==> src/verilog/bk_mem_pkg.sv <==
// BK0011M memory mapper package with the memory map, bus types and page register layout
`default_nettype none

package bk_mem_pkg;

	typedef logic [19:0] phys_addr_t;	// Physical byte address into 1 MB
	typedef logic [15:0] cpu_addr_t;
	typedef logic [15:0] word_t;
	typedef logic [3:0]  rom_avail_t;	// Presence of P10, P11, P12, P13

	// RAM pages, 16 KB each
	localparam phys_addr_t ram_p00 = 20'h00000;
	localparam phys_addr_t ram_p01 = 20'h04000;
	localparam phys_addr_t ram_p02 = 20'h08000;
	localparam phys_addr_t ram_p03 = 20'h0C000;
	localparam phys_addr_t ram_p04 = 20'h10000;
	localparam phys_addr_t ram_p05 = 20'h14000;
	localparam phys_addr_t ram_p06 = 20'h18000;
	localparam phys_addr_t ram_p07 = 20'h1C000;

	// Everything from here up is read only for the CPU
	localparam phys_addr_t rom_start = 20'hE0000;
	localparam phys_addr_t rom_p10   = 20'hE0000;	// BASIC11
	localparam phys_addr_t rom_p11   = 20'hE4000;	// BASIC11 and BIOS extension
	localparam phys_addr_t rom_p12   = 20'hE8000;
	localparam phys_addr_t rom_p13   = 20'hEC000;	// Debugger
	localparam phys_addr_t bios11    = 20'hF0000;
	localparam phys_addr_t mstd_rom  = 20'hFE000;	// Monitor ROM

	localparam logic [20:0] mem_end   = 21'h100000;	// One past the last byte
	localparam cpu_addr_t   io_base   = 16'o177000;
	localparam int unsigned mem_words = 524288;

	// Page register fields as the CPU writes them
	typedef struct packed {
		logic       rsvd15;
		logic [2:0] win1;	// Page code for 040000
		logic       strobe;	// Write only takes effect with this set
		logic [2:0] win2;	// Page code for 100000
		logic [2:0] rsvd7_5;
		logic       rom13;
		logic       rom12;
		logic       rsvd2;
		logic       rom11;
		logic       rom10;
	} page_fields_t;

	typedef union packed {
		word_t        raw;
		page_fields_t f;
	} page_reg_u;

	typedef struct packed {
		cpu_addr_t  addr;
		word_t      wdata;
		logic       we;
		logic [1:0] be;
		logic       sys;	// Access to the system register
	} cpu_req_t;

	typedef struct packed {
		word_t rdata;
		logic  err;
	} cpu_rsp_t;

	typedef struct packed {
		phys_addr_t addr;
		word_t      data;
	} ldr_req_t;

endpackage

`default_nettype wire

==> src/verilog/bk_page_regs.sv <==
// Page register and optional ROM presence flags of the BK0011M mapper
`timescale 1ns/1ps
`default_nettype none

module bk_page_regs
	import bk_mem_pkg::*;
(
	input  logic       clk_sys,
	input  logic       reset,
	input  logic       sys_we,
	input  word_t      wdata,
	input  logic [1:0] be,
	input  logic       ldr_we,
	input  phys_addr_t ldr_addr,
	output page_reg_u  page,
	output rom_avail_t avail
);

	page_reg_u  wr_word;
	logic       page_load;
	logic       in_rom_pages;
	logic [1:0] rom_idx;

	assign wr_word = page_reg_u'(wdata);

	// The strobe bit sits in the high byte, so that lane must be written too
	assign page_load = sys_we && wr_word.f.strobe && be[1];

	// Optional ROM pages share the top nibble of P10, one 16 KB slot each
	assign in_rom_pages = (ldr_addr[19:16] == rom_p10[19:16]);
	assign rom_idx      = ldr_addr[15:14];

	always_ff @(posedge clk_sys) begin
		if (reset) begin
			page <= '0;
		end else if (page_load) begin
			page <= wr_word;
		end
	end

	// A page counts as present once any nonzero word is loaded into it
	always_ff @(posedge clk_sys) begin
		if (reset) begin
			avail <= '0;
		end else if (ldr_we && in_rom_pages && (wdata != '0)) begin
			avail[rom_idx] <= 1'b1;
		end
	end

	// Loader has priority in the bus controller, so both strobes never meet
	assert property (@(posedge clk_sys) disable iff (reset) !(sys_we && ldr_we))
		else $error("page_regs: system write and loader write in the same cycle");

endmodule

`default_nettype wire
==> config.mk <==
export PLATFORM = sky130hd
export DESIGN_NAME = bk_page_regs
export DESIGN_NICKNAME = d
export VERILOG_FILES = /design/src/verilog/bk_mem_pkg.sv /design/src/verilog/bk_page_regs.sv
export SDC_FILE = /design/constraint.sdc
export NUM_CORES = 1
export LEC_CHECK = 0
export BUFFER_PORTS_ARGS = -buffer_cell sky130_fd_sc_hd__buf_2
export CAP_MARGIN = 20
export CORE_MARGIN = 1.5
export CORE_UTILIZATION = 37
export CTS_CLUSTER_DIAMETER = 200
export DETAILED_ROUTE_END_ITERATION = 12
export HOLD_SLACK_MARGIN = 0.05
export PLACE_DENSITY = 0.76
export SLEW_MARGIN = 20
export SYNTH_ARGS = -nofsm -noshare
export SYNTH_HDL_FRONTEND = slang
export SYNTH_SLANG_ARGS = --single-unit
==> constraint.sdc <==
create_clock -name clk_sys -period 0.9 [get_ports clk_sys]
set_clock_uncertainty 0.05 [all_clocks]
set_input_delay 0.09 -clock clk_sys [delete_from_list [all_inputs] [get_ports clk_sys]]
set_output_delay 0.09 -clock clk_sys [all_outputs]
set_load 0.01 [all_outputs]
# ---- Word level (Yosys, flattened, before mapping)
# Cells that the tools add are included.
dict set report totals {
  regBits 20
  input_bits 42
  out_inout_bits 20
  elab_cells 14
}
dict set report classes {
  order_cmp 2
  eq_ne 1
  mux 2
  bitwise 1
  n_reduce_logical 6
}
# operator count
set ops {}
lappend ops {{nonzero test 16 bit} 1}
lappend ops {{logical AND 1 bit} 5}
lappend ops {{== test 4 bit, second input constant} 1}
lappend ops {{OR 4 bit} 1}
lappend ops {{less-than comparator 2 x 3 -> 1 bit, second input constant} 1}
lappend ops {{demux 1 bit (select 2 bit)} 1}
lappend ops {{>= comparator 2 x 1 -> 1 bit, second input constant} 1}
lappend ops {{two-way mux 1 bit} 1}

# ---- Logic depth before layout (Yosys ltp)
dict set report logic_depth {
  ltp_word 5
  mapped_depth 5
  ltp_nobuf 3
}

# ---- Worst setup path after synthesis
# No wires, ideal clock.
dict set report synth_path {
  kind {input -> register}
  from {input port ldr_we}
  to {register avail[0]}
  arrival_time_ns 0.705
  required_time_ns 0.749
  slack_ns 0.044
  cell_stages 3
  n_path_buf 0
  path_cell_list {nand4_1 or3_4 o41ai_1}
}
dict set report synth_between {
  elab_chain_len 2
}
# element line_no
set synth_lines {}
lappend synth_lines {{start, declared} bk_page_regs.sv:13} ;# input logic ldr_we,
lappend synth_lines {{logical AND 1 bit (2 in series)} bk_page_regs.sv:45} ;# end else if (ldr_we && in_rom_pages && (wdata != '0)) begin
lappend synth_lines {{end signal, assigned} bk_page_regs.sv:44} ;# avail <= '0;
lappend synth_lines {{end signal, assigned by index} bk_page_regs.sv:46} ;# avail[rom_idx] <= 1'b1;
lappend synth_lines {{end, declared} bk_page_regs.sv:16} ;# output rom_avail_t avail
# No other way between the ends.
# A chain may end at the register's enable or synchronous reset.

# ---- Final worst setup path
dict set report layout_path {
  from {register page[4] in the netlist's numbering}
  to {output port page[4] in the netlist's numbering}
}
# element line_no
set layout_lines {}
lappend layout_lines {{start, declared} bk_page_regs.sv:15} ;# output page_reg_u page,
lappend layout_lines {{start signal, assigned} bk_page_regs.sv:37} ;# page <= wr_word;
# No word-level cell between the ends.

==> load_flow_metrics.sql <==
INSERT INTO impl_metrics (metric_group, metric, value, unit) VALUES
('run_status', 'status', 'complete, but fails checks', ''),
('run_status', 'violations_in_the_final_reports', 'hold timing, setup timing', ''),
('final_layout', 'layout.core_utilization', '0.698', ''),
('timing', 'finalHoldViolations', '3', ''),
('timing', 'period_share', '1.01', ''),
('synthesis', 'synth_common_cells', 'sky130_fd_sc_hd__nand2_1 (30), sky130_fd_sc_hd__dfxtp_1 (20), sky130_fd_sc_hd__a21oi_1 (15)', ''),
('synthesis', 'synthDistinctLibCells', '17', ''),
('grt', 'global_route_wire_length_before_repair', '3550', 'um'),
('floorplanning', 'die_area', '2310', 'um^2'),
('clocking', 'worst_setup_hold_path_clk_slew', '0.12', 'ns'),
('placed_design', 'post-dp-hpwl', '1430', 'um'),
('floorplanning', 'ioPinCount', '62', ''),
('synthesis', 'asyncSetResetFlopFracSynth', '0', ''),
('detailed_routing', 'drt_iter0_markers', '10', ''),
('power', 'vdd_ir_drop_max', '904', 'uV'),
('timing', 'hold-worst-slack', '-0.0572', 'ns'),
('placed_design', 'preCtsSetupSlack', '-0.217', 'ns'),
('floorplanning', 'coreArea', '1940', 'um^2'),
('synthesis', 'synth_flop_cell', 'sky130_fd_sc_hd__dfxtp_1', ''),
('placed_design', 'placement.io_buffers', '46', ''),
('timing', 'max_freq', '1100', 'MHz'),
('floorplanning', 'die-height', '48.1', 'um'),
('detailed_routing', 'drt-total-wl', '2380', 'um'),
('clocking', 'cts_max_level', '1', ''),
('synthesis', 'synth.yosys.seq_area_share', '0.532', ''),
('timing', 'slew_viol_final', '0', ''),
('clocking', 'holdBufCountCts', '15', ''),
('floorplanning', 'initial_utilization', '0.387', ''),
('clocking', 'cts.path.max_buffers', '2', ''),
('synthesis', 'synth_top_area_frac', '0.532', ''),
('synthesis', 'synthCells', '91', ''),
('worst_setup_path', 'critical_path.top_delay_family', 'flip-flops', ''),
('synthesis', 'netlist_area', '752', 'um^2'),
('worst_setup_path', 'critPathLaunchType', 'register', ''),
('detailed_routing', 'dr_total_vias', '896', ''),
('detailed_routing', 'drt_drc_violations_left', '0', ''),
('grt', 'overall_global_routing_resource_usage', '0.226', ''),
('worst_setup_path', 'crit_slowest_cell', 'sky130_fd_sc_hd__dfxtp_2', ''),
('synthesis', 'yosys_register_bits', '20', ''),
('min_path', 'hold_class', 'in2reg', ''),
('synthesis', 'synth_most_common_cell', 'sky130_fd_sc_hd__nand2_1', ''),
('synthesis', 'synth.yosys.warnings', '0', ''),
('synthesis', 'synth_top_area_cell', 'sky130_fd_sc_hd__dfxtp_1', ''),
('timing', 'worst_slack', '-0.0122', 'ns'),
('final_layout', 'nNetsFinal', '198', ''),
('final_layout', 'post_route_cells_drive_above_1_share', '0.484', ''),
('worst_setup_path', 'path_max_fanout', '2', ''),
('synthesis', 'synth_enable_flop_cells', '0', ''),
('clocking', 'number_of_buffers_created_by_cts', '3', ''),
('clocking', 'clock-sinks', '20', ''),
('timing', 'grt_setup_unrepaired', 'true', ''),
('timing', 'report.final.setup_viol', '2', ''),
('clocking', 'tritoncts', 'built', ''),
('clocking', 'clkLatencyLatePin', '0.30', 'ns'),
('worst_setup_path', 'worstPathRequired', '0.76', 'ns'),
('final_layout', 'areaGrowthSynthToFinish', '80.4', '%'),
('final_layout', 'fillCellCount', '165', ''),
('detailed_routing', 'drt_pre_antenna_iters', '4', ''),
('synthesis', 'synth.net_count', '133', ''),
('grt', 'antenna_found_initial', '0', ''),
('clocking', 'clock_root_buffer', 'sky130_fd_sc_hd__clkbuf_4', ''),
('job', 'timing.max_cap.violations', '0', ''),
('final_layout', 'n_antenna_cell', '0', ''),
('floorplanning', 'floorplan.die.width', '48.1', 'um'),
('timing', 'relSlewSlack', '0.613', ''),
('timing', 'tightest_slew', '0.581', 'ns'),
('power', 'post-layout-total-power', '1.72', 'mW'),
('worst_setup_path', 'cp.arrival', '0.77', 'ns'),
('worst_setup_path', 'timing_worst_setup_path_type', 'reg2out', ''),
('detailed_routing', 'route.detailed.wl_per_inst', '13.1', 'um'),
('synthesis', 'synth.area.top_cells', 'sky130_fd_sc_hd__dfxtp_1 (53%), sky130_fd_sc_hd__nand2_1 (15%), sky130_fd_sc_hd__a21oi_1 (10%)', '');
==> per-stage QoR <==
step	instances	hold slack [ns]	area (um^2)	TNS [ns]
detailed placement	162	0.268	1010	-3.40
finish	182	-0.0572	1360	-0.0224
global placement	162	0.264	1010	-3.14
CTS	182	-0.0659	1360	-0.00923
floorplan	91	0.141	752	0
global route	182	-0.0578	1360	-0.432
==> repair_timing <==
| action | CTS | global route |
|---|---|---|
| endpoints found under the hold margin | 19 | 3 |
| resized for setup | 40 | 0 |
| setup endpoints to repair | 20 | 20 |
| buffers inserted | 1 | 0 |
| gates cloned | 0 | 0 |
==> cells in the final DEF (no fill, tap or decap) <==
cell type,synthesis,layout
sky130_fd_sc_hd__clkbuf_4,0,3
sky130_fd_sc_hd__and3_1,1,1
sky130_fd_sc_hd__clkbuf_8,0,1
sky130_fd_sc_hd__nand4_1,1,1
sky130_fd_sc_hd__dlygate4sd3_1,0,15
sky130_fd_sc_hd__buf_4,1,4
sky130_fd_sc_hd__buf_6,0,20
sky130_fd_sc_hd__buf_2,2,26
sky130_fd_sc_hd__nand2b_1,4,4
sky130_fd_sc_hd__inv_1,2,2
sky130_fd_sc_hd__dfxtp_2,0,20
sky130_fd_sc_hd__o41ai_1,4,4
sky130_fd_sc_hd__nand3_1,1,1
sky130_fd_sc_hd__or3_4,1,1
sky130_fd_sc_hd__nor4_1,4,4
sky130_fd_sc_hd__nor2_1,2,2
sky130_fd_sc_hd__nand2_1,30,30
sky130_fd_sc_hd__a21oi_1,15,15
sky130_fd_sc_hd__and4_1,1,1
==> report_power, final <==
group,internal (mW),switching (mW)
Sequential,0.915,0.0185
Clock,0.247,0.267
Combinational,0.158,0.115
==> final timing paths <==
| kind | start | endpoint | slack, ns | cells past startpoint |
|---|---|---|---|---|
| max | page[4] | page[4] | -0.01 | 1 |
| min | ldr_addr[14] | avail[2] | -0.06 | 2 |
| max reg2reg | avail[3] | avail[3] | 0.13 | 3 |
| min reg2reg | page[15] | page[15] | 0.42 | 2 |
==> registers in the layout, indices dropped and copies added, names as in the netlist <==
signal  cells
page       16
avail       4
==> per-layer routing <==
metal  up-vias  share of wire  track usage
li1        438              -            -
met3         8          0.053       0.0642
met4         0          0.026        0.124
met1       417           0.40        0.224
met5         -              0            0
met2        33           0.52        0.419
==> cells by family (layout without fill, tap and decap cells) <==
kind of cell    Yosys count  after routing  share of synthesized area
simple gates             45             45                      0.276
flops                    20             20                      0.532
compound gates           19             19                      0.146
buf+inv                   7             71                     0.0449
==> cell type report <==
| class | instances | area (um^2) | share of cell area |
|---|---|---|---|
| timing repair buffer | 65 | 536 | 0.395 |
| inverter | 2 | 7.51 | 0.00554 |
| clock buffer | 4 | 36.3 | 0.0268 |
| tap | 27 | 33.8 | 0.0249 |
| sequential | 20 | 425 | 0.314 |
| multi-input combinational | 64 | 318 | 0.234 |
No activity file was read; power rests on OpenSTA's default activity.
