**src/verilog/bk_mem_pkg.sv**
```systemverilog
// BK0011M memory mapper package with the memory map, bus types and page register layout
`default_nettype none

package bk_mem_pkg;

	typedef logic [19:0] phys_addr_t;	// Physical byte address into 1 MB
	typedef logic [15:0] cpu_addr_t;
	typedef logic [15:0] word_t;
	typedef logic [3:0]  rom_avail_t;	// Presence of P10, P11, P12, P13

	// RAM pages, 16 KB each
	localparam phys_addr_t ram_p00 = 20'h00000;
	localparam phys_addr_t ram_p01 = 20'h04000;
	localparam phys_addr_t ram_p02 = 20'h08000;
	localparam phys_addr_t ram_p03 = 20'h0C000;
	localparam phys_addr_t ram_p04 = 20'h10000;
	localparam phys_addr_t ram_p05 = 20'h14000;
	localparam phys_addr_t ram_p06 = 20'h18000;
	localparam phys_addr_t ram_p07 = 20'h1C000;

	// Everything from here up is read only for the CPU
	localparam phys_addr_t rom_start = 20'hE0000;
	localparam phys_addr_t rom_p10   = 20'hE0000;	// BASIC11
	localparam phys_addr_t rom_p11   = 20'hE4000;	// BASIC11 and BIOS extension
	localparam phys_addr_t rom_p12   = 20'hE8000;
	localparam phys_addr_t rom_p13   = 20'hEC000;	// Debugger
	localparam phys_addr_t bios11    = 20'hF0000;
	localparam phys_addr_t mstd_rom  = 20'hFE000;	// Monitor ROM

	localparam logic [20:0] mem_end   = 21'h100000;	// One past the last byte
	localparam cpu_addr_t   io_base   = 16'o177000;
	localparam int unsigned mem_words = 524288;

	// Page register fields as the CPU writes them
	typedef struct packed {
		logic       rsvd15;
		logic [2:0] win1;	// Page code for 040000
		logic       strobe;	// Write only takes effect with this set
		logic [2:0] win2;	// Page code for 100000
		logic [2:0] rsvd7_5;
		logic       rom13;
		logic       rom12;
		logic       rsvd2;
		logic       rom11;
		logic       rom10;
	} page_fields_t;

	typedef union packed {
		word_t        raw;
		page_fields_t f;
	} page_reg_u;

	typedef struct packed {
		cpu_addr_t  addr;
		word_t      wdata;
		logic       we;
		logic [1:0] be;
		logic       sys;	// Access to the system register
	} cpu_req_t;

	typedef struct packed {
		word_t rdata;
		logic  err;
	} cpu_rsp_t;

	typedef struct packed {
		phys_addr_t addr;
		word_t      data;
	} ldr_req_t;

endpackage

`default_nettype wire

```
**src/verilog/bk_addr_map.sv**
```systemverilog
// Translation of a BK0011M CPU address into a physical address, with refusal checks
`timescale 1ns/1ps
`default_nettype none

module bk_addr_map
	import bk_mem_pkg::*;
(
	input  cpu_addr_t  addr,
	input  logic       we,
	input  logic       sys,
	input  page_reg_u  page,
	input  rom_avail_t avail,
	output phys_addr_t phys,
	output logic       refuse
);

	phys_addr_t  base;
	logic [13:0] offset;
	logic [20:0] phys_sum;	// Extra bit shows a carry past 1 MB
	logic        rom_ok;

	// Page code to RAM page, same order as the real hardware
	function automatic phys_addr_t ram_page(input logic [2:0] code);
		case (code)
			3'b110:  return ram_p00;
			3'b000:  return ram_p01;
			3'b010:  return ram_p02;
			3'b011:  return ram_p03;
			3'b100:  return ram_p04;
			3'b001:  return ram_p05;
			3'b111:  return ram_p06;
			default: return ram_p07;
		endcase
	endfunction

	always_comb begin
		base   = ram_p00;
		offset = addr[13:0];
		rom_ok = 1'b1;
		case (addr[15:13])
			3'b000, 3'b001: base = ram_p00;	// Bank 0 is fixed
			3'b010, 3'b011: base = ram_page(page.f.win1);
			3'b110: begin
				base   = bios11;
				offset = {1'b0, addr[12:0]};	// 8 KB ROM
			end
			3'b111: begin
				base   = mstd_rom;
				offset = {1'b0, addr[12:0]};
			end
			default: begin
				// Window 2, ROM selects win over the RAM code
				if (page.f.rom10) begin
					base   = rom_p10;
					rom_ok = avail[0];
				end else if (page.f.rom11) begin
					base   = rom_p11;
					rom_ok = avail[1];
				end else if (page.f.rom12) begin
					base   = rom_p12;
					rom_ok = avail[2];
				end else if (page.f.rom13) begin
					base   = rom_p13;
					rom_ok = avail[3];
				end else begin
					base = ram_page(page.f.win2);
				end
			end
		endcase
	end

	assign phys_sum = {1'b0, base} + {7'd0, offset};
	assign phys     = phys_sum[19:0];

	// System register only takes writes; memory refuses ROM writes, holes and I/O
	assign refuse = sys ? !we
	                    : ((we && (phys >= rom_start)) || !rom_ok || (addr >= io_base));

	always_comb begin
		if (!refuse) begin
			assert (phys_sum < mem_end)
				else $error("addr_map: address %h maps past 1 MB", addr);
		end
	end

endmodule

`default_nettype wire

```
**config.mk**
```make
export PLATFORM = sky130hd
export DESIGN_NAME = bk_addr_map
export DESIGN_NICKNAME = d
export VERILOG_FILES = /design/src/verilog/bk_mem_pkg.sv /design/src/verilog/bk_addr_map.sv
export SDC_FILE = /design/constraint.sdc
export NUM_CORES = 1
export LEC_CHECK = 0
export BUFFER_PORTS_ARGS = -buffer_cell sky130_fd_sc_hd__buf_2
export CAP_MARGIN = 20
export CORE_AREA = 3 3 44 62
export DETAILED_ROUTE_END_ITERATION = 7
export DIE_AREA = 0 0 47 65
export SLEW_MARGIN = 25
export SYNTH_ARGS = -nofsm -noshare
export SYNTH_HDL_FRONTEND = slang
export SYNTH_SLANG_ARGS = --single-unit
```
**constraint.sdc**
```tcl
create_clock -name vclk -period 1.6
set_clock_uncertainty 0.05 [all_clocks]
set_input_delay 0.08 -clock vclk [all_inputs]
set_output_delay 0.08 -clock vclk [all_outputs]
set_load 0.02 [all_outputs]
```
Yosys cells after proc, flatten, opt, wreduce, memory -nomap -nowiden
Cells that the tools add are included.
{"block": "classes", "addsub": 1, "order_cmp": 2, "n_eq_ne": 17, "muxes": 14, "n_reduce_logical": 12}
{"operator": "one-hot mux 17 bit (7 select lines)", "n": 2}
{"operator": "two-way mux 20 bit", "n": 4}
{"operator": "one-hot mux 20 bit (4 select lines)", "n": 1}
{"operator": "== test 3 bit, second input constant", "n": 8}
{"operator": "adder 20 x 14 -> 20 bit", "n": 1}
{"operator": ">= comparator 20 bit, second input constant", "n": 1}
{"operator": "== test 3 x 2 -> 1 bit, second input constant", "n": 6}
{"operator": ">= comparator 16 bit, second input constant", "n": 1}
{"operator": "two-way mux 14 bit", "n": 1}
{"operator": "== test 3 x 1 -> 1 bit, second input constant", "n": 3}
{"operator": "logical NOT 3 bit", "n": 3}
{"operator": "two-way mux 1 bit", "n": 6}
{"operator": "OR reduction 2 bit", "n": 3}
{"operator": "OR reduction 6 bit", "n": 1}
{"operator": "logical NOT 1 bit", "n": 2}
{"operator": "logical OR 1 bit", "n": 2}
{"operator": "logical AND 1 bit", "n": 1}
{"block": "totals", "regBits": 0, "in_bits": 38, "output_inout_bits": 21, "word_cells": 46}

Depth between registers and ports, before layout
Gate-level depths: netlist (run 1).
{"block": "logic_depth", "ltp_word": 13, "ltp_mapped": 8, "mapped_depth_nobuf": 7}

Worst setup path before layout (run 1)
OpenSTA, ideal clock, no wires.
{"block": "synth_path", "path_type": "input-to-output", "from": "input port page[9] (netlist name)", "to": "output port refuse", "arrival_ps": 1693, "required_ps": 1470, "setup_slack_ps": -223, "path_stages": 7, "path_buffers": 0, "cell_sequence": "nor2b_1 -> a211oi_1 -> o31ai_2 -> nand2_1 -> ha_1 -> and3b_4 -> o41ai_2"}
{"block": "synth_via", "elab_chain_cells": 13, "word_cells_on_any_way": 19, "classes_between": "add/sub (1); order compare (1); eq/ne (6); mux (7); reduce/logical (4)"}
{"element": "from (decl)", "line": "bk_addr_map.sv:11", "text": "input page_reg_u page,"}
{"element": "== test 3 bit (tied with other cells)", "line": "bk_addr_map.sv:24", "text": "case (code)"}
{"element": "one-hot mux 17 bit (7 select lines) *", "line": "bk_addr_map.sv:24"}
{"element": "two-way mux 20 bit *", "line": "bk_addr_map.sv:62", "text": "end else if (page.f.rom13) begin"}
{"element": "two-way mux 20 bit *", "line": "bk_addr_map.sv:59", "text": "end else if (page.f.rom12) begin"}
{"element": "two-way mux 20 bit *", "line": "bk_addr_map.sv:56", "text": "end else if (page.f.rom11) begin"}
{"element": "two-way mux 20 bit *", "line": "bk_addr_map.sv:53", "text": "if (page.f.rom10) begin"}
{"element": "one-hot mux 20 bit (4 select lines) *", "line": "bk_addr_map.sv:40", "text": "case (addr[15:13])"}
{"element": "adder 20 x 14 -> 20 bit *", "line": "bk_addr_map.sv:72", "text": "assign phys_sum = {1'b0, base} + {7'd0, offset};"}
{"element": ">= comparator 20 bit *", "line": "bk_addr_map.sv:77", "text": ": ((we && (phys >= rom_start)) || !rom_ok || (addr >= io_base));"}
{"element": "logical AND 1 bit *", "line": "bk_addr_map.sv:77"}
{"element": "logical OR 1 bit * (2 in series)", "line": "bk_addr_map.sv:77"}
{"element": "two-way mux 1 bit *", "line": "bk_addr_map.sv:76", "text": "assign refuse = sys ? !we"}
{"element": "to (decl)", "line": "bk_addr_map.sv:14", "text": "output logic refuse"}
Every way passes the cells marked *; elsewhere a longest branch is shown, timed or not.

Worst setup path in the final report (run 1)
Ends and elaborated chain as after synthesis.

==> metrics.yaml, run 1 <==
route:
  vias: 648
  viasPerCell: 4.80
  drt_pass1_iterations: 2
  avgRoutedWirePerCell_um: 11.5
  drt_iter0_drc: 5
  ant_nets: 0
  drcViolationCount: 0
  wl_um: 1550
global_routing:
  grt_overflow_total: 0
  grt_start_max_net_pins: 8
  antenna_found_initial: 0
  grt_use_total_pct: 10.0
  grt_pass1_wl_um: 2430
  grt_pass1_vias: 622
yosys:
  synth.yosys.seq_area_share_pct: 0
  synth_area_leaders: "buf_4 18%, mux2_4 5.4%, nand2_1 4.7%, ha_1 4.5%, nor4_4 3.8%"
  yosysMostFrequentCell: "buf_4"
  synth.avg_cell_area_um2: 7.92
  synth_area_um2: 554
  synth_top_cell_by_area: "buf_4"
  ys_types: 37
  synth_nets: 110
  ys_warn_count: 0
  synthCells: 70
  synth_common_cells: "13 x buf_4, 7 x nand2_1, 4 x nor2_1"
  synth_top_area_share_pct: 17.6
floorplan:
  fp.dieW_um: 47
  die-area_mm2: 0.00306
  die_h_um: 65
  std_cell_rows: 20
  start_util_pct: 25.2
  core_area_mm2: 0.00220
  ios: 59
worst_setup_path:
  arrival_ns: 1.49
  slowest_stage: "a211oi_4"
  end_kind: "output pin"
  path_max_fanout: 3
  timing_worst_setup_path_type: "in2out"
  cp.required_ns: 1.47
  slowest_delay_ns: 0.26
  startpoint_type: "input port"
  crit_chain: "buf_6 -> nor2b_4 -> buf_4 -> o21a_1 -> o211a_1 -> buf_6 -> a211oi_4 -> o41ai_4 -> buf_4"
sta:
  max_freq_ghz: 0.619
  rsz0062_at_grt: "yes"
  setup_viol: 1
  min_period_over_period_pct: 101
  worst_slack_ns: -0.0159
  slew_violations: 0
  slew_headroom_pct: 76.4
  worstMarginPinSlew_ns: 0.345
  min_period_ns: 1.62
  final-hold-violation-count: 0
outcome:
  violations: "setup timing"
  status: "finished with violations"
final_layout:
  drive_gt1_share_pct: 75.2
  ff_latch_area_um2: 0
  fillers: 226
  design.seq.count: 0
  nClkBuffers: 0
  layout.nets: 155
  syn_to_final_growth_pct: 83.7
  finalCoreUtilization_pct: 46.3
  antennaDiodeCount: 0
power_and_ir_drop:
  powerDensity_mw_per_mm2: 272
  leakagePower_uw: 0.000478
  peakVddDrop_uv: 111
  power_uw: 277
place:
  gp_congestion: 0.739
  dp.final_hpwl_um: 1260
  io_buffers: 35
clock_network:
  cts_hold_buf: 0
hold_path:
  hp-class: "in2out"
run:
  maxCapViolCount: 0
metal layers:
layer  wire length [um]  GRT usage, %  share of wire [%]  vias up
met5                  0             0                  0        -
met4                  0         0.346                  0        0
met3                150         0.556                9.7        0
met2                832          20.2                 54       28
met1                566          11.1                 37      295
li1                   -             -                  -      325
cell families (layout without fill, tap and decap cells):
kind of cell / Yosys count / in the layout / share of synthesized area [%]
buffers and inverters: 17 / 60 / 21.7
AO/OA/AOI/OAI: 18 / 18 / 28.0
multiplexers: 2 / 2 / 5.42
XOR/XNOR: 3 / 3 / 4.74
adder cells (fa/ha/maj): 2 / 2 / 4.51
AND/OR/NAND/NOR: 28 / 28 / 35.7
power breakdown:
part           switching, uW  internal (uW)  leakage (uW)
combinational            127            150      0.000478
sequential                 0              0             0
clock                      0              0             0
cells in the final DEF, fill, tap and decap left out, drive strengths merged, types with 3 or more instances in the layout:
master,netlist,routed
a21oi,3,3
buf,14,57
inv,3,3
nand2,7,7
nand2b,4,4
nor2,4,4
nor2b,3,3
o21ai,3,3
path summary, 6_finish.rpt:
path,startpoint,slack [ns],cells past startpoint,endpoint
min,addr[1],0.11,0,phys[1]
max,page[9],-0.02,9,refuse
stage by stage:
| step | cell area [um^2] | worst slack [ns] | cells | hold WS (ns) | setup TNS [ns] |
|---|---|---|---|---|---|
| 6_report | 1020 | -0.0159 | 135 | 0.110 | -0.0159 |
| 2_1_floorplan | 573 | -0.0152 | 70 | 0.223 | -0.0152 |
| 3_3_place_gp | 800 | -0.124 | 129 | 0.110 | -0.197 |
| 4_1_cts | 990 | -0.0288 | 134 | 0.110 | -0.0500 |
| 3_5_place_dp | 800 | -0.170 | 129 | 0.110 | -0.340 |
| 5_1_grt | 1020 | -0.0922 | 135 | 0.110 | -0.229 |
worst max-delay path: cells and delay by family:
| kind | cells | cell delay, ns |
|---|---|---|
| buf+inv | 4 | 0.51 |
| compound gates | 4 | 0.76 |
| simple gates | 1 | 0.12 |
repair_timing:
item / 4_1_cts / 5_1_grt
gates resized for setup: 35 / 9
endpoints found under the setup margin: 4 / 6
pin swaps: 14 / 8
setup buffers: 5 / 1
area by class of cell:
cell class	instances	area (um^2)	share of cell area (%)
repair buffers	57	429	42.1
inverters	3	11.3	1.11
multi-input cells	53	551	54.1
well taps	22	27.5	2.70
Note: power is estimated with default switching activity, not from simulation.
==> inputs of run 2 (changes only) <==
--- a/config.mk
+++ b/config.mk
@@ -5,11 +5,12 @@
 export SDC_FILE = /design/constraint.sdc
 export NUM_CORES = 1
 export LEC_CHECK = 0
+export ABC_AREA = 1
 export BUFFER_PORTS_ARGS = -buffer_cell sky130_fd_sc_hd__buf_2
 export CAP_MARGIN = 20
-export CORE_AREA = 3 3 44 62
+export CORE_AREA = 3 3 43 61
 export DETAILED_ROUTE_END_ITERATION = 7
-export DIE_AREA = 0 0 47 65
+export DIE_AREA = 0 0 46 64
 export SLEW_MARGIN = 25
 export SYNTH_ARGS = -nofsm -noshare
 export SYNTH_HDL_FRONTEND = slang
==> metrics.yaml, run 2 <==
outcome:
  status: "finished, final reports clean"
yosys:
  synth_nets: 146
  synth_common_cells: "32 x nand2_1, 20 x inv_1, 13 x buf_4, 12 x nand3_1, 12 x nor2_1"
  synth_area_um2: 529
  ys_types: 15
  synth_top_cell_by_area: "nand2_1"
  synth_area_leaders: "nand2_1 23%, buf_4 18%, inv_1 14%, nand3_1 11%, nor2_1 8.5%"
  yosysMostFrequentCell: "nand2_1"
  synthCells: 106
  synth.avg_cell_area_um2: 4.99
  ys_warn_count: 0
  synth_top_area_share_pct: 22.7
  synth.yosys.seq_area_share_pct: 0
route:
  viasPerCell: 4.51
  vias: 695
  avgRoutedWirePerCell_um: 9.25
  wl_um: 1420
  ant_nets: 0
  drt_pass1_iterations: 4
  drcViolationCount: 0
  drt_iter0_drc: 15
place:
  dp.final_hpwl_um: 1270
  placed_area_um2: 642
  gp_congestion: 0.774
  pre_cts_slack_ns: 0.0321
  io_buffers: 35
sta:
  max_freq_ghz: 0.691
  setup_viol: 0
  setup_tns_ns: 0
  min_period_ns: 1.45
  slew_violations: 0
  min_period_over_period_pct: 90.5
  hold_slack_ns: 0.110
  final-hold-violation-count: 0
  slew_headroom_pct: 85.6
  worst_slack_ns: 0.152
  worstMarginPinSlew_ns: 0.216
clock_network:
  cts_hold_buf: 0
hold_path:
  min-delay-start: "addr[1]"
  hp-class: "in2out"
final_layout:
  design.seq.count: 0
  layout.nets: 174
  multi_input_comb_area_um2: 404
  syn_to_final_growth_pct: 35.7
  final_common_cell: "buf_2"
  antennaDiodeCount: 0
  drive_gt1_share_pct: 40.9
  stdcell_area_um2: 718
  fillers: 261
  mostFrequentLayoutCells: "34 x buf_2, 30 x nand2_1, 20 x inv_1, 11 x nand3_1, 10 x nor2_1"
  nClkBuffers: 0
  ff_latch_area_um2: 0
worst_setup_path:
  critPathLaunch: "addr[15]"
  arrival_ns: 1.32
  end_kind: "output pin"
  cp.required_ns: 1.47
  path_max_fanout: 5
  startpoint_type: "input port"
  timing_worst_setup_path_type: "in2out"
floorplan:
  fp.dieW_um: 46
  ios: 59
  start_util_pct: 24.6
  std_cell_rows: 20
  die-area_mm2: 0.00294
  core_area_mm2: 0.00215
  die_h_um: 64
global_routing:
  grt_overflow_total: 0
  grt_pass1_vias: 650
  grt_use_total_pct: 9.59
  grt_start_max_net_pins: 7
  grt_pass1_wl_um: 2370
  antenna_found_initial: 0
power_and_ir_drop:
  leakagePower_uw: 0.000443
  peakVddDrop_uv: 89.2
  power_uw: 192
  powerDensity_mw_per_mm2: 268
run:
  maxCapViolCount: 0
==> run 2: cell count changes in the layout (fill, tap and decap cells not counted), sizes merged, moves of 3 or more <==
cell,previous run,this run
nand2,7,34
buf,57,39
inv,3,21
nand3,0,13
nor2,4,15
nand2b,4,0
nor2b,3,0
o21ai,3,0
==> run 2: where the power goes <==
group	leakage, uW	switching, uW	internal, uW
Sequential	0	0	0
Clock	0	0	0
Combinational	0.000443	115	77.5
Total	0.000443	115	77.5
==> run 2: layout make-up <==
class | count | area share (%)
Timing Repair Buffer | 39 | 28.9
Tap cell | 22 | 3.83
Inverter | 21 | 11.0
Multi-Input combinational cell | 72 | 56.3
==> run 2: cells by family after synthesis <==
logic type,after synthesis,synth area share (%)
buffers and inverters,34,33.3
AND/OR/NAND/NOR,64,56.0
adder cells (fa/ha/maj),2,4.73
AO/OA/AOI/OAI,6,5.91
==> run 2: timing repair <==
action | CTS | global route
buffers inserted | 0 | 3
setup endpoints to repair | 0 | 2
resized for setup | 0 | 12
==> run 2: critical path, stage by stage <==
cell	delay (ns)
buf_2	0.14
nand2_4	0.09
nor2_4	0.05
a31oi_2	0.16
nand2_2	0.10
ha_4	0.17
nand2_2	0.06
nand3_2	0.06
nor2_2	0.10
nor2_1	0.05
nor2_1	0.10
buf_4	0.15
==> run 2: path summary, 6_finish.rpt <==
check,slack (ns),cells past startpoint,end
hold / removal,0.11,0,phys[1]
setup / recovery,0.15,12,refuse
==> run 2: routing by layer <==
layer	up-vias	global-route usage (%)	part of all wire, %
met5	-	0	0
met4	0	2.14	1.1
met3	4	0.563	9.3
met2	26	19.0	57
met1	304	10.1	33
li1	361	-	-
==> run 2: per-stage QoR <==
stage / cells / util [%]
after floorplan: 106 / -
after global placement: 151 / 29.8
after detailed placement: 151 / 29.8
after CTS: 151 / 29.8
after global routing: 154 / 33.4
final: 154 / 33.4
==> inputs of run 3 (changes only) <==
--- a/config.mk
+++ b/config.mk
@@ -8,9 +8,12 @@
 export ABC_AREA = 1
 export BUFFER_PORTS_ARGS = -buffer_cell sky130_fd_sc_hd__buf_2
 export CAP_MARGIN = 20
-export CORE_AREA = 3 3 43 61
+export CORE_AREA = 3 3 45 47
 export DETAILED_ROUTE_END_ITERATION = 7
-export DIE_AREA = 0 0 46 64
+export DIE_AREA = 0 0 48 50
+export PLACE_DENSITY = 0.77
+export RECOVER_POWER = 100
+export REMOVE_ABC_BUFFERS = 1
 export SLEW_MARGIN = 25
 export SYNTH_ARGS = -nofsm -noshare
 export SYNTH_HDL_FRONTEND = slang
==> metrics.yaml, run 3 (synthesized netlist as in run 2, its figures left out) <==
global_routing:
  antenna_found_initial: 0
  grt_use_total_pct: 10.6
  grt_pass1_wl_um: 2010
  grt_overflow_total: 0
  grt_start_max_net_pins: 7
  grt_pass1_vias: 579
power_and_ir_drop:
  clkPwrFrac_pct: 0
  power.share.switching_pct: 60.6
  power_uw: 184
  power_frac_comb_pct: 100.0
  intPower_uw: 72.6
  powerDensity_mw_per_mm2: 274
  seqPwrFrac_pct: 0
  peakVddDrop_uv: 91.9
  total_switching_power_uw: 112
  leakagePower_uw: 0.000419
route:
  ant_nets: 0
  drcViolationCount: 0
  avgRoutedWirePerCell_um: 9.43
  vias: 675
  wl_um: 1400
  drt_pass1_iterations: 2
  drt_iter0_drc: 1
  viasPerCell: 4.56
floorplan:
  die_h_um: 50
  fp.dieW_um: 48
  die-area_mm2: 0.00240
  start_util_pct: 31.3
  ios: 59
  core_area_mm2: 0.00169
  std_cell_rows: 15
final_layout:
  syn_to_final_growth_pct: 27.0
  nClkBuffers: 0
  design.seq.count: 0
  final_cells: 148
  antennaDiodeCount: 0
  stdcell_area_um2: 672
  mostFrequentLayoutCells: "31 x nand2_1, 29 x buf_2, 20 x inv_1, 12 x nand3_1, 11 x nor2_1"
  multi_input_comb_area_um2: 378
  ff_latch_area_um2: 0
  layout.nets: 173
  final_common_cell: "nand2_1"
  fillers: 198
  drive_gt1_share_pct: 33.6
sta:
  final-hold-violation-count: 0
  max_freq_ghz: 0.686
  slew_headroom_pct: 82.5
  worstMarginPinSlew_ns: 0.263
  min_period_over_period_pct: 91.1
  min_period_ns: 1.46
  setup_viol: 0
  slew_violations: 0
place:
  gp_congestion: 0.732
  placed_area_um2: 636
  place_inst: 146
  io_buffers: 35
  dp.final_hpwl_um: 1210
worst_setup_path:
  path_max_fanout: 6
  end_kind: "output pin"
  cp.required_ns: 1.47
  timing_worst_setup_path_type: "in2out"
  arrival_ns: 1.33
  startpoint_type: "input port"
hold_path:
  hold_depth: 0
  hp-class: "in2out"
  hold_end: "phys[4]"
  min-delay-start: "addr[4]"
outcome:
  status: "finished, final reports clean"
clock_network:
  cts_hold_buf: 0
run:
  maxCapViolCount: 0
## run 3: cell type report
type               instances  area share [%]
repair buffers            38            28.9
multi-input cells         72            56.2
well taps                 17            3.17
inverters                 21            11.7
## run 3: worst max-delay path by stage
stage / from / to / slack (ns) / cells past startpoint
3_5_place_dp: addr[15] / refuse / 0.06 / 11
3_3_place_gp: addr[15] / refuse / 0.09 / 12
5_1_grt: page[8] / refuse / -0.004 / 16
6_report: addr[13] / refuse / 0.14 / 12
2_1_floorplan: addr[13] / refuse / 0.25 / 10
4_1_cts: addr[15] / refuse / 0.05 / 11
## run 3: through the flow
| step | TNS, ns | hold slack, ns | worst slack [ns] | utilization, % |
|---|---|---|---|---|
| 2_1_floorplan | 0 | 0.110 | 0.253 | - |
| 3_3_place_gp | 0 | 0.110 | 0.0931 | 37.6 |
| 3_5_place_dp | 0 | 0.110 | 0.0558 | 37.6 |
| 4_1_cts | 0 | 0.110 | 0.0541 | 37.6 |
| 5_1_grt | -0.00412 | 0.110 | -0.00412 | 39.8 |
| 6_report | 0 | 0.110 | 0.142 | 39.8 |
## run 3: power groups by stage
stage          Combinational [uW]  Sequential [uW]  Clock [uW]
6_report                      184                0           0
5_1_grt                       206                0           0
4_1_cts                       176                0           0
3_5_place_dp                  176                0           0
3_3_place_gp                  172                0           0
2_1_floorplan                99.8                0           0
## run 3: critical path, cell delays in order
cell and delay, ns:
buf_2 0.09, inv_1 0.11, nor2_4 0.08, a31oi_1 0.18, nand2_2 0.08, ha_2 0.19
nand2_1 0.08, nand3_1 0.08, nor2_1 0.08, nor2_1 0.04, nor2_1 0.08, buf_4 0.14
## run 3: metal layers
| layer | up-vias | GRT usage [%] | part of all wire [%] |
|---|---|---|---|
| li1 | 363 | - | - |
| met2 | 42 | 18.1 | 45 |
| met5 | - | 0 | 0 |
| met1 | 270 | 11.4 | 39 |
| met3 | 0 | 6.93 | 16 |
| met4 | 0 | 0 | 0 |
## run 3: what timing repair did
| item | 4_1_cts | 5_1_grt |
|---|---|---|
| setup buffers | 0 | 2 |
| resized for setup | 0 | 7 |
| endpoints found under the setup margin | 0 | 2 |
